**config.mk**
```make
export PLATFORM = sky130hd
export DESIGN_NAME = rv_decode
export DESIGN_NICKNAME = d
export VERILOG_FILES = /design/src/hdl/rv_pkg.sv /design/src/hdl/rv_ctrl_gen.sv /design/src/hdl/rv_decode.sv /design/src/hdl/rv_decode_reg.sv /design/src/hdl/rv_imm_gen.sv /design/src/hdl/rv_inst_class.sv
export VERILOG_INCLUDE_DIRS = /design/src /design/src/include
export SDC_FILE = /design/constraint.sdc
export NUM_CORES = 1
export LEC_CHECK = 0
export BUFFER_PORTS_ARGS = -buffer_cell sky130_fd_sc_hd__buf_2
export CAP_MARGIN = 20
export CELL_PAD_IN_SITES_DETAIL_PLACEMENT = 1
export CELL_PAD_IN_SITES_GLOBAL_PLACEMENT = 2
export CORE_ASPECT_RATIO = 0.75
export CORE_UTILIZATION = 27
export CTS_BUF_LIST = sky130_fd_sc_hd__clkbuf_16
export CTS_CLUSTER_DIAMETER = 30
export DETAILED_ROUTE_END_ITERATION = 8
export PLACE_DENSITY_LB_ADDON = 0.1
export SYNTH_ARGS = -nofsm -noshare
export SYNTH_HDL_FRONTEND = slang
export SYNTH_HIERARCHICAL = 1
export SYNTH_SLANG_ARGS = --single-unit
```
**constraint.sdc**
```tcl
create_clock -name i_clk -period 11.5 [get_ports i_clk]
set_input_delay 1.725 -clock i_clk [delete_from_list [all_inputs] [get_ports i_clk]]
set_output_delay 1.725 -clock i_clk [all_outputs]
set_load 0.1 [all_outputs]
```
**src/include/rv_consts.svh**
```systemverilog
`ifndef RV_CONSTS_SVH
`define RV_CONSTS_SVH

// widths
`define RV_XLEN         32
`define RV_REG_IDX_W    5
`define RV_CSR_IDX_W    12

// low two bits of every 32-bit instruction
`define RV_OPC_DET      2'b11

// major opcodes, bits 6:2
`define RV_OPC_LOAD     5'b00000
`define RV_OPC_OP_IMM   5'b00100
`define RV_OPC_AUIPC    5'b00101
`define RV_OPC_STORE    5'b01000
`define RV_OPC_OP       5'b01100
`define RV_OPC_LUI      5'b01101
`define RV_OPC_BRANCH   5'b11000
`define RV_OPC_JALR     5'b11001
`define RV_OPC_JAL      5'b11011
`define RV_OPC_SYSTEM   5'b11100

// funct3 codes of the integer ALU ops
`define RV_F3_ADD       3'b000
`define RV_F3_SLL       3'b001
`define RV_F3_SLT       3'b010
`define RV_F3_SLTU      3'b011
`define RV_F3_XOR       3'b100
`define RV_F3_SR        3'b101
`define RV_F3_OR        3'b110
`define RV_F3_AND       3'b111

// system ops
`define RV_F3_PRIV      3'b000
`define RV_F12_ECALL    12'h000
`define RV_F12_EBREAK   12'h001
`define RV_F12_MRET     12'h302

`define RV_PC_STEP      4

`endif

```
**src/hdl/rv_pkg.sv**
```systemverilog
`include "rv_consts.svh"

package rv_pkg;

    typedef logic [`RV_XLEN-1:0]      word_t;
    typedef logic [`RV_XLEN-1:0]      pc_t;
    typedef logic [`RV_REG_IDX_W-1:0] reg_idx_t;
    typedef logic [`RV_CSR_IDX_W-1:0] csr_idx_t;
    typedef logic [2:0]               funct3_t;

    // result group picked at the ALU output
    typedef enum logic [1:0]
    {
        ALU_ARITH = 2'd0,
        ALU_CMP   = 2'd1,
        ALU_BITS  = 2'd2,
        ALU_SHIFT = 2'd3
    } alu_res_t;

    // second ALU operand
    typedef enum logic [1:0]
    {
        OP2_REG  = 2'd0,
        OP2_IMM  = 2'd1,
        OP2_JIMM = 2'd2
    } op2_src_t;

    // writeback source
    typedef enum logic [1:0]
    {
        RES_ALU     = 2'd0,
        RES_MEM     = 2'd1,
        RES_PC_NEXT = 2'd2
    } res_src_t;

    // matches funct3[1:0] of the Zicsr ops
    typedef enum logic [1:0]
    {
        CSR_NONE  = 2'd0,
        CSR_WRITE = 2'd1,
        CSR_SET   = 2'd2,
        CSR_CLEAR = 2'd3
    } csr_op_t;

endpackage

```
**src/hdl/rv_ctrl_gen.sv**
```systemverilog
`timescale 1ns/100ps

`include "rv_consts.svh"

module rv_ctrl_gen
    import rv_pkg::*;
(
    input  word_t    i_instruction,

    input  logic     i_grp_load,
    input  logic     i_grp_store,
    input  logic     i_grp_op_imm,
    input  logic     i_grp_op,
    input  logic     i_lui,
    input  logic     i_auipc,
    input  logic     i_jal,
    input  logic     i_jalr,
    input  logic     i_grp_branch,
    input  logic     i_grp_sys,
    input  logic     i_sra,

    output reg_idx_t o_rs1,
    output reg_idx_t o_rs2,
    output reg_idx_t o_rd,
    output funct3_t  o_funct3,

    output alu_res_t o_alu_res,
    output logic     o_add_override,
    output logic     o_op1_inv,
    output logic     o_op2_inverse,
    output logic     o_op1_src,
    output op2_src_t o_op2_src,
    output res_src_t o_res_src,
    output logic     o_reg_write,

    output csr_idx_t o_csr_idx,
    output reg_idx_t o_csr_imm,
    output logic     o_csr_imm_sel,
    output csr_op_t  o_csr_op
);

    funct3_t funct3;
    logic    alu_op;
    logic    slt_type;
    logic    pc_rel;

    assign funct3   = i_instruction[14:12];
    assign alu_op   = i_grp_op | i_grp_op_imm;
    assign slt_type = alu_op & (funct3[2:1] == 2'b01);
    // address or constant formed by a plain add
    assign pc_rel   = i_lui | i_auipc | i_jal | i_grp_load | i_grp_store;

    assign o_rs1    = i_lui ? '0 : i_instruction[19:15];
    assign o_rs2    = i_instruction[24:20];
    assign o_rd     = i_instruction[11:7];
    assign o_funct3 = funct3;

    always_comb
    begin
        o_alu_res = ALU_ARITH;
        if (i_grp_branch)
        begin
            o_alu_res = ALU_CMP;
        end
        else if (alu_op)
        begin
            case (funct3)
                `RV_F3_SLL, `RV_F3_SR:               o_alu_res = ALU_SHIFT;
                `RV_F3_SLT, `RV_F3_SLTU:             o_alu_res = ALU_CMP;
                `RV_F3_XOR, `RV_F3_OR, `RV_F3_AND:   o_alu_res = ALU_BITS;
                default:                             o_alu_res = ALU_ARITH;
            endcase
        end
    end

    assign o_add_override = pc_rel;
    // inverted compare for bne/bge/bgeu
    assign o_op1_inv      = i_grp_branch & funct3[0];

    assign o_op2_inverse = (i_grp_branch | slt_type | i_sra) ? 1'b1 :
                           (pc_rel | i_grp_op_imm)           ? 1'b0 :
                                                               i_instruction[30];

    assign o_op1_src = i_auipc | i_jal;

    assign o_op2_src = i_jal ? OP2_JIMM :
                       (i_jalr | i_grp_load | i_grp_op_imm | i_lui |
                        i_auipc | i_grp_store) ? OP2_IMM :
                       OP2_REG;

    assign o_res_src = i_grp_load       ? RES_MEM     :
                       (i_jal | i_jalr) ? RES_PC_NEXT :
                                          RES_ALU;

    assign o_reg_write = (i_instruction[1:0] == `RV_OPC_DET) & !(i_grp_branch | i_grp_store);

    assign o_csr_idx     = i_instruction[31:20];
    assign o_csr_imm     = i_instruction[19:15];
    assign o_csr_imm_sel = funct3[2];
    assign o_csr_op      = (i_grp_sys & (funct3 != `RV_F3_PRIV)) ? csr_op_t'(funct3[1:0]) :
                                                                  CSR_NONE;

endmodule

```
**src/hdl/rv_decode.sv**
```systemverilog
`timescale 1ns/100ps

module rv_decode
    import rv_pkg::*;
(
    input  logic     i_clk,
    input  logic     i_arst_n,
    input  logic     i_flush,

    input  logic     i_valid,
    output logic     o_ready,
    input  word_t    i_instruction,
    input  pc_t      i_pc,
    input  logic     i_branch_pred,

    output logic     o_valid,
    input  logic     i_ready,
    output pc_t      o_pc,
    output pc_t      o_pc_next,
    output logic     o_branch_pred,

    output reg_idx_t o_rs1,
    output reg_idx_t o_rs2,
    output reg_idx_t o_rd,
    output funct3_t  o_funct3,
    output word_t    o_imm_i,
    output word_t    o_imm_j,

    output alu_res_t o_alu_res,
    output logic     o_add_override,
    output logic     o_op1_inv,
    output logic     o_op2_inverse,
    output logic     o_op1_src,
    output op2_src_t o_op2_src,
    output res_src_t o_res_src,
    output logic     o_reg_write,

    output csr_idx_t o_csr_idx,
    output reg_idx_t o_csr_imm,
    output logic     o_csr_imm_sel,
    output csr_op_t  o_csr_op,
    output logic     o_csr_req,
    output logic     o_csr_ebreak,

    output logic     o_inst_jal,
    output logic     o_inst_jalr,
    output logic     o_inst_branch,
    output logic     o_inst_store,
    output logic     o_inst_mret,
    output logic     o_inst_ecall,
    output logic     o_inst_supported
);

    word_t instruction;
    logic  grp_load;
    logic  grp_op_imm;
    logic  grp_op;
    logic  lui;
    logic  auipc;
    logic  grp_sys;
    logic  sra;

    rv_decode_reg u_reg
    (
        .i_clk          (i_clk),
        .i_arst_n       (i_arst_n),
        .i_flush        (i_flush),
        .i_valid        (i_valid),
        .o_ready        (o_ready),
        .i_instruction  (i_instruction),
        .i_pc           (i_pc),
        .i_branch_pred  (i_branch_pred),
        .o_valid        (o_valid),
        .i_ready        (i_ready),
        .o_instruction  (instruction),
        .o_pc           (o_pc),
        .o_pc_next      (o_pc_next),
        .o_branch_pred  (o_branch_pred)
    );

    rv_inst_class u_class
    (
        .i_instruction    (instruction),
        .o_grp_load       (grp_load),
        .o_grp_store      (o_inst_store),
        .o_grp_op_imm     (grp_op_imm),
        .o_grp_op         (grp_op),
        .o_lui            (lui),
        .o_auipc          (auipc),
        .o_jal            (o_inst_jal),
        .o_jalr           (o_inst_jalr),
        .o_grp_branch     (o_inst_branch),
        .o_grp_sys        (grp_sys),
        .o_sra            (sra),
        .o_ecall          (o_inst_ecall),
        .o_ebreak         (o_csr_ebreak),
        .o_mret           (o_inst_mret),
        .o_csr_req        (o_csr_req),
        .o_inst_supported (o_inst_supported)
    );

    rv_imm_gen u_imm
    (
        .i_instruction  (instruction),
        .i_lui          (lui),
        .i_auipc        (auipc),
        .i_jal          (o_inst_jal),
        .i_grp_store    (o_inst_store),
        .o_imm_i        (o_imm_i),
        .o_imm_j        (o_imm_j)
    );

    rv_ctrl_gen u_ctrl
    (
        .i_instruction  (instruction),
        .i_grp_load     (grp_load),
        .i_grp_store    (o_inst_store),
        .i_grp_op_imm   (grp_op_imm),
        .i_grp_op       (grp_op),
        .i_lui          (lui),
        .i_auipc        (auipc),
        .i_jal          (o_inst_jal),
        .i_jalr         (o_inst_jalr),
        .i_grp_branch   (o_inst_branch),
        .i_grp_sys      (grp_sys),
        .i_sra          (sra),
        .o_rs1          (o_rs1),
        .o_rs2          (o_rs2),
        .o_rd           (o_rd),
        .o_funct3       (o_funct3),
        .o_alu_res      (o_alu_res),
        .o_add_override (o_add_override),
        .o_op1_inv      (o_op1_inv),
        .o_op2_inverse  (o_op2_inverse),
        .o_op1_src      (o_op1_src),
        .o_op2_src      (o_op2_src),
        .o_res_src      (o_res_src),
        .o_reg_write    (o_reg_write),
        .o_csr_idx      (o_csr_idx),
        .o_csr_imm      (o_csr_imm),
        .o_csr_imm_sel  (o_csr_imm_sel),
        .o_csr_op       (o_csr_op)
    );

endmodule

```
**src/hdl/rv_decode_reg.sv**
```systemverilog
`timescale 1ns/100ps

`include "rv_consts.svh"

module rv_decode_reg
    import rv_pkg::*;
(
    input  logic  i_clk,
    input  logic  i_arst_n,
    input  logic  i_flush,

    input  logic  i_valid,
    output logic  o_ready,
    input  word_t i_instruction,
    input  pc_t   i_pc,
    input  logic  i_branch_pred,

    output logic  o_valid,
    input  logic  i_ready,
    output word_t o_instruction,
    output pc_t   o_pc,
    output pc_t   o_pc_next,
    output logic  o_branch_pred
);

    logic  valid_q;
    logic  load;
    word_t instruction_q;
    pc_t   pc_q;
    pc_t   pc_next_q;
    logic  branch_pred_q;

    // free slot, or the held item leaves this cycle
    assign o_ready = !valid_q | i_ready;
    assign load    = i_valid & o_ready & !i_flush;

    always_ff @(posedge i_clk or negedge i_arst_n)
    begin
        if (!i_arst_n)
        begin
            valid_q <= 1'b0;
        end
        else if (i_flush)
        begin
            valid_q <= 1'b0;
        end
        else if (o_ready)
        begin
            valid_q <= i_valid;
        end
    end

    // payload only moves on an accepted input
    always_ff @(posedge i_clk)
    begin
        if (load)
        begin
            instruction_q <= i_instruction;
            pc_q          <= i_pc;
            pc_next_q     <= i_pc + pc_t'(`RV_PC_STEP);
            branch_pred_q <= i_branch_pred;
        end
    end

    assign o_valid       = valid_q;
    assign o_instruction = instruction_q;
    assign o_pc          = pc_q;
    assign o_pc_next     = pc_next_q;
    assign o_branch_pred = branch_pred_q;

endmodule

```
**src/hdl/rv_imm_gen.sv**
```systemverilog
`timescale 1ns/100ps

module rv_imm_gen
    import rv_pkg::*;
(
    input  word_t i_instruction,
    input  logic  i_lui,
    input  logic  i_auipc,
    input  logic  i_jal,
    input  logic  i_grp_store,
    output word_t o_imm_i,
    output word_t o_imm_j
);

    word_t imm_i;
    word_t imm_s;
    word_t imm_u;
    word_t imm_b;
    word_t imm_j;
    logic  sign;

    assign sign = i_instruction[31];

    assign imm_i = {{21{sign}}, i_instruction[30:20]};
    assign imm_s = {{21{sign}}, i_instruction[30:25], i_instruction[11:7]};
    assign imm_u = {i_instruction[31:12], 12'b0};

    // B and J keep bit 0 at zero
    assign imm_b = {{20{sign}}, i_instruction[7], i_instruction[30:25],
                    i_instruction[11:8], 1'b0};
    assign imm_j = {{12{sign}}, i_instruction[19:12], i_instruction[20],
                    i_instruction[30:21], 1'b0};

    assign o_imm_i = (i_lui | i_auipc) ? imm_u :
                     i_grp_store       ? imm_s :
                                         imm_i;

    assign o_imm_j = i_jal ? imm_j : imm_b;

endmodule

```
**src/hdl/rv_inst_class.sv**
```systemverilog
`timescale 1ns/100ps

`include "rv_consts.svh"

module rv_inst_class
    import rv_pkg::*;
(
    input  word_t i_instruction,

    output logic  o_grp_load,
    output logic  o_grp_store,
    output logic  o_grp_op_imm,
    output logic  o_grp_op,
    output logic  o_lui,
    output logic  o_auipc,
    output logic  o_jal,
    output logic  o_jalr,
    output logic  o_grp_branch,
    output logic  o_grp_sys,

    output logic  o_sra,
    output logic  o_ecall,
    output logic  o_ebreak,
    output logic  o_mret,
    output logic  o_csr_req,

    output logic  o_inst_supported
);

    logic [4:0]  opc;
    funct3_t     funct3;
    logic        funct7_b0;
    logic        funct7_b5;
    logic [11:0] funct12;
    logic        inst_full;
    logic        opc_op;
    logic        priv;

    assign opc       = i_instruction[6:2];
    assign funct3    = i_instruction[14:12];
    assign funct7_b0 = i_instruction[25];
    assign funct7_b5 = i_instruction[30];
    assign funct12   = i_instruction[31:20];

    assign inst_full = (i_instruction[1:0] == `RV_OPC_DET);

    assign o_grp_load   = inst_full & (opc == `RV_OPC_LOAD);
    assign o_grp_store  = inst_full & (opc == `RV_OPC_STORE);
    assign o_grp_op_imm = inst_full & (opc == `RV_OPC_OP_IMM);
    assign o_lui        = inst_full & (opc == `RV_OPC_LUI);
    assign o_auipc      = inst_full & (opc == `RV_OPC_AUIPC);
    assign o_jal        = inst_full & (opc == `RV_OPC_JAL);
    assign o_grp_branch = inst_full & (opc == `RV_OPC_BRANCH);
    assign o_grp_sys    = inst_full & (opc == `RV_OPC_SYSTEM);

    // funct7[0] set would be the M extension, not kept here
    assign opc_op   = inst_full & (opc == `RV_OPC_OP);
    assign o_grp_op = opc_op & !funct7_b0;

    assign o_jalr = inst_full & (opc == `RV_OPC_JALR) & (funct3 == 3'b000);

    // arithmetic right shift, register or immediate form
    assign o_sra = (o_grp_op | o_grp_op_imm) & (funct3 == `RV_F3_SR) & funct7_b5;

    assign priv     = o_grp_sys & (funct3 == `RV_F3_PRIV);
    assign o_ecall  = priv & (funct12 == `RV_F12_ECALL);
    assign o_ebreak = priv & (funct12 == `RV_F12_EBREAK);
    assign o_mret   = priv & (funct12 == `RV_F12_MRET);

    // every nonzero funct3 under SYSTEM is a Zicsr op
    assign o_csr_req = o_grp_sys & (funct3 != `RV_F3_PRIV);

    assign o_inst_supported = o_grp_load   |
                              o_grp_store  |
                              o_grp_op_imm |
                              o_grp_op     |
                              o_lui        |
                              o_auipc      |
                              o_jal        |
                              o_jalr       |
                              o_grp_branch |
                              o_ecall      |
                              o_ebreak     |
                              o_mret       |
                              o_csr_req;

endmodule

```
==> metrics.txt <==
Crit Path Class flop to output port; slowest CP cell or2_1; RSZ-0062 raised after global routing no; Seq/Total Area, Yosys 59.7%; I/O Pins ~260; max cap viols 0; Syn Nets 460; Reg-to-Reg Start u_reg/o_valid; fin. max-slew vios 0; ys flop type edfxtp_1; fin crit share a little under half; CTS sink cnt 96; Filler Cells Inserted around 2000; H-tree depth 3; Layout Cell Area excl Fill 0.00627 sq mm; Worst Hold Class flop to flop; worst hold path startpoint u_reg/o_valid; WHS ~0.69 ns; Worst-Margin Slew 0.999 ns; P&R area growth vs syn 30.1%; CP delay by family, top simple AND/OR/NAND/NOR gates; largest family of logic cells by synthesized area simple AND/OR/NAND/NOR gates; Hold Path Depth 3; Ys Warns 6; Die Y between 100 and 150 um; CTS tree built; post-synth cell types 48; critical path peak fanout 24; Routed Antenna Nets 0; Worst Hold Endpoint u_reg/o_valid; count leader, synth edfxtp_1; setup TNS 0 ns; Synth async-reset ratio roughly 1.0%; grt ovf 0; initial DRC count approximately 170; cts hold-fix bufs 0; Resized cells post-CTS 0; CP bufs+invs 1; R2R Setup Slk between 9 and 10 ns; Leak around 2.7 nW; Gate power share between 20% and 30%; mux cell area share after synthesis under 10%; routed wire length between 10 and 15 mm; vias in the first global route between 3000 and 4000; share of layout cells above drive strength 1 between 40 and 50%; Tmin final about 5.2 ns; NetSw around 360 uW; Pwr Density approximately 150 mW/mm^2; die width about 160 um; synthesized area per cell ~12 sq um; layout net count between 600 and 700; Root Driver clkbuf_16; Worst slew margin between 30% and 40%; Clk pin slew, worst setup/hold paths approximately 0.060 ns; simple-gate share of the synthesized area between 15 and 20%; Port Buffer Count around 260; initial antenna violation count 2; number of synthesized flops with an enable pin 95; Avg WL per Cell 17.2 um; Setup Skew about 0.011 ns; power after layout roughly 970 uW; placement-stage cell area ~0.0060 sq mm; clk_lat worst skew 0.35 ns; worst vdd ir about 0.000064 V; critical path arrival around 3.5 ns; setup violators final 0; GR Util All Layers 15.7%; cell chain of the critical path or4b_4 > nor3b_1 > or2_1 > a21o_2 > buf_2; # DRC 0; Post-Synth Adder-Cell Area 0.259%; status finished, final reports clean; CP Launch Type flop; Starting Density 28.1%; Compound-Gate Fraction of Synth Area approximately 4.3%; r2r endpoint u_reg/o_pc_next[14]; part of the power in the clock network 30.8%; core area between 0.015 and 0.02 sq mm; register bit count reported by yosys 96; Synth area leaders edfxtp_1 59%, buf_4 8.6%, xnor2_1 4.5%, nand2_1 2.9%, a21o_1 2.3%; CTS buffer count 9; Die ar. 0.0184 sq mm; FMAX around 190 MHz; Switching Fraction 37.5%; Post-Synth XOR/XNOR Area under 10%; dpl hpwl between 10 and 15 mm; Clock Tree Buf Depth 2; global-route wire length before repair around 22 mm; Flop pwr share 42.6%; Post-CTS Setup Inserts 0; vias per inst 4.36; CP Capture Type output port; Syn Inst Count a little under 400; crit-path max cell delay ~0.77 ns; Cell Rows 41; largest area contributor in the netlist edfxtp_1; synthesized cell area approximately 0.0048 sq mm; Reg2Reg Depth 4; Req. time, crit path approximately 9.8 ns; Post-synth top cells 95 x edfxtp_1, 55 x buf_4, 37 x nand2_1; Pint between 600 and 700 uW; 1st-pass router iterations 6; via count about 3700; largest net degree at the start of global routing 77; hold violation total from the final report 0; Yosys top cell area share around 59%; Final Wtd Congestion ~0.73
[power by group through the flow]
stage | Combinational [mW] | Sequential, mW | Clock (mW)
2_1_floorplan | 0.153 | 0.490 | 0
3_3_place_gp | 0.259 | 0.420 | 0
3_5_place_dp | 0.259 | 0.421 | 0
4_1_cts | 0.260 | 0.414 | 0.315
5_1_grt | 0.266 | 0.415 | 0.322
6_report | 0.258 | 0.413 | 0.299
[worst max-delay path by stage]
stage | from | depth (start not counted) | slack [ns] | end
floorplan | i_ready | 2 | 2.14 | u_reg/o_branch_pred
global placement | u_reg/o_instruction[6] | 5 | 6.83 | o_imm_i[13]
detailed placement | u_reg/o_instruction[6] | 5 | 6.65 | o_imm_i[14]
CTS | u_reg/o_instruction[6] | 5 | 6.25 | o_imm_i[14]
global route | u_reg/o_instruction[6] | 5 | 6.10 | o_imm_i[14]
finish | u_reg/o_instruction[6] | 5 | 6.29 | o_imm_i[12]
[worst reg2reg max path: cells and delay by family, from the launching register on]
| family | cells | cell delay [ns] |
|---|---|---|
| and+or+nand+nor | 2 | 0.31 |
| buffers and inverters | 2 | 1.16 |
| DFF | 1 | 0.37 |
[placed cells by master, fill, tap and decap left out, types with 6 or more instances in the layout]
cell | netlist | layout
nand4_1 | 14 | 14
nor3_1 | 6 | 6
edfxtp_1 | 95 | 95
a21o_1 | 15 | 15
clkbuf_16 | 0 | 9
buf_2 | 4 | 257
and2_1 | 9 | 9
inv_1 | 11 | 13
nand2_1 | 37 | 37
nor2b_1 | 6 | 6
nand3_1 | 11 | 11
nor2_1 | 28 | 28
xnor2_1 | 25 | 25
[cell families after synthesis]
| group | after synthesis |
|---|---|
| mux | 10 |
| other cells | 1 |
| fa+ha+maj | 1 |
| simple gates | 150 |
| flops | 96 |
| xor+xnor | 28 |
| compound gates | 28 |
| buf+inv | 75 |
[per-layer routing]
| metal | vias to the layer above | global-route usage [%] | part of all wire [%] |
|---|---|---|---|
| li1 | 1753 | - | - |
| met1 | 1754 | 21.2 | 46 |
| met2 | 142 | 24.6 | 45 |
| met3 | 11 | 4.68 | 7.5 |
| met4 | 0 | 3.92 | 1.1 |
| met5 | - | 0 | 0 |
[final cells by class]
cell class	count	area [sq um]	area share, %
Antenna cell	1	2.50	0.0399
Clock buffer	9	225	3.59
Clock inverter	7	65.1	1.04
Inverter	11	41.3	0.658
Multi-Input combinational cell	218	1440	22.9
Sequential cell	96	2880	45.9
Tap cell	236	295	4.71
Timing Repair Buffer	262	1330	21.2
[sequential cells by signal (all words and copies together), names as in the netlist]
name / count
u_reg/o_instruction: 32
u_reg/o_pc: 32
u_reg/o_pc_next: 30
u_reg/o_branch_pred: 1
u_reg/o_valid: 1
[per-stage QoR]
stage / setup WS (ns) / util (%) / cells
2_1_floorplan: 2.14 / - / 389
3_5_place_dp: 6.65 / 34.9 / 823
6_report: 6.29 / 36.6 / 840
4_1_cts: 6.25 / 36.6 / 839
5_1_grt: 6.10 / 36.6 / 839
3_3_place_gp: 6.83 / 34.8 / 822
(Power assumes the default switching activity.)
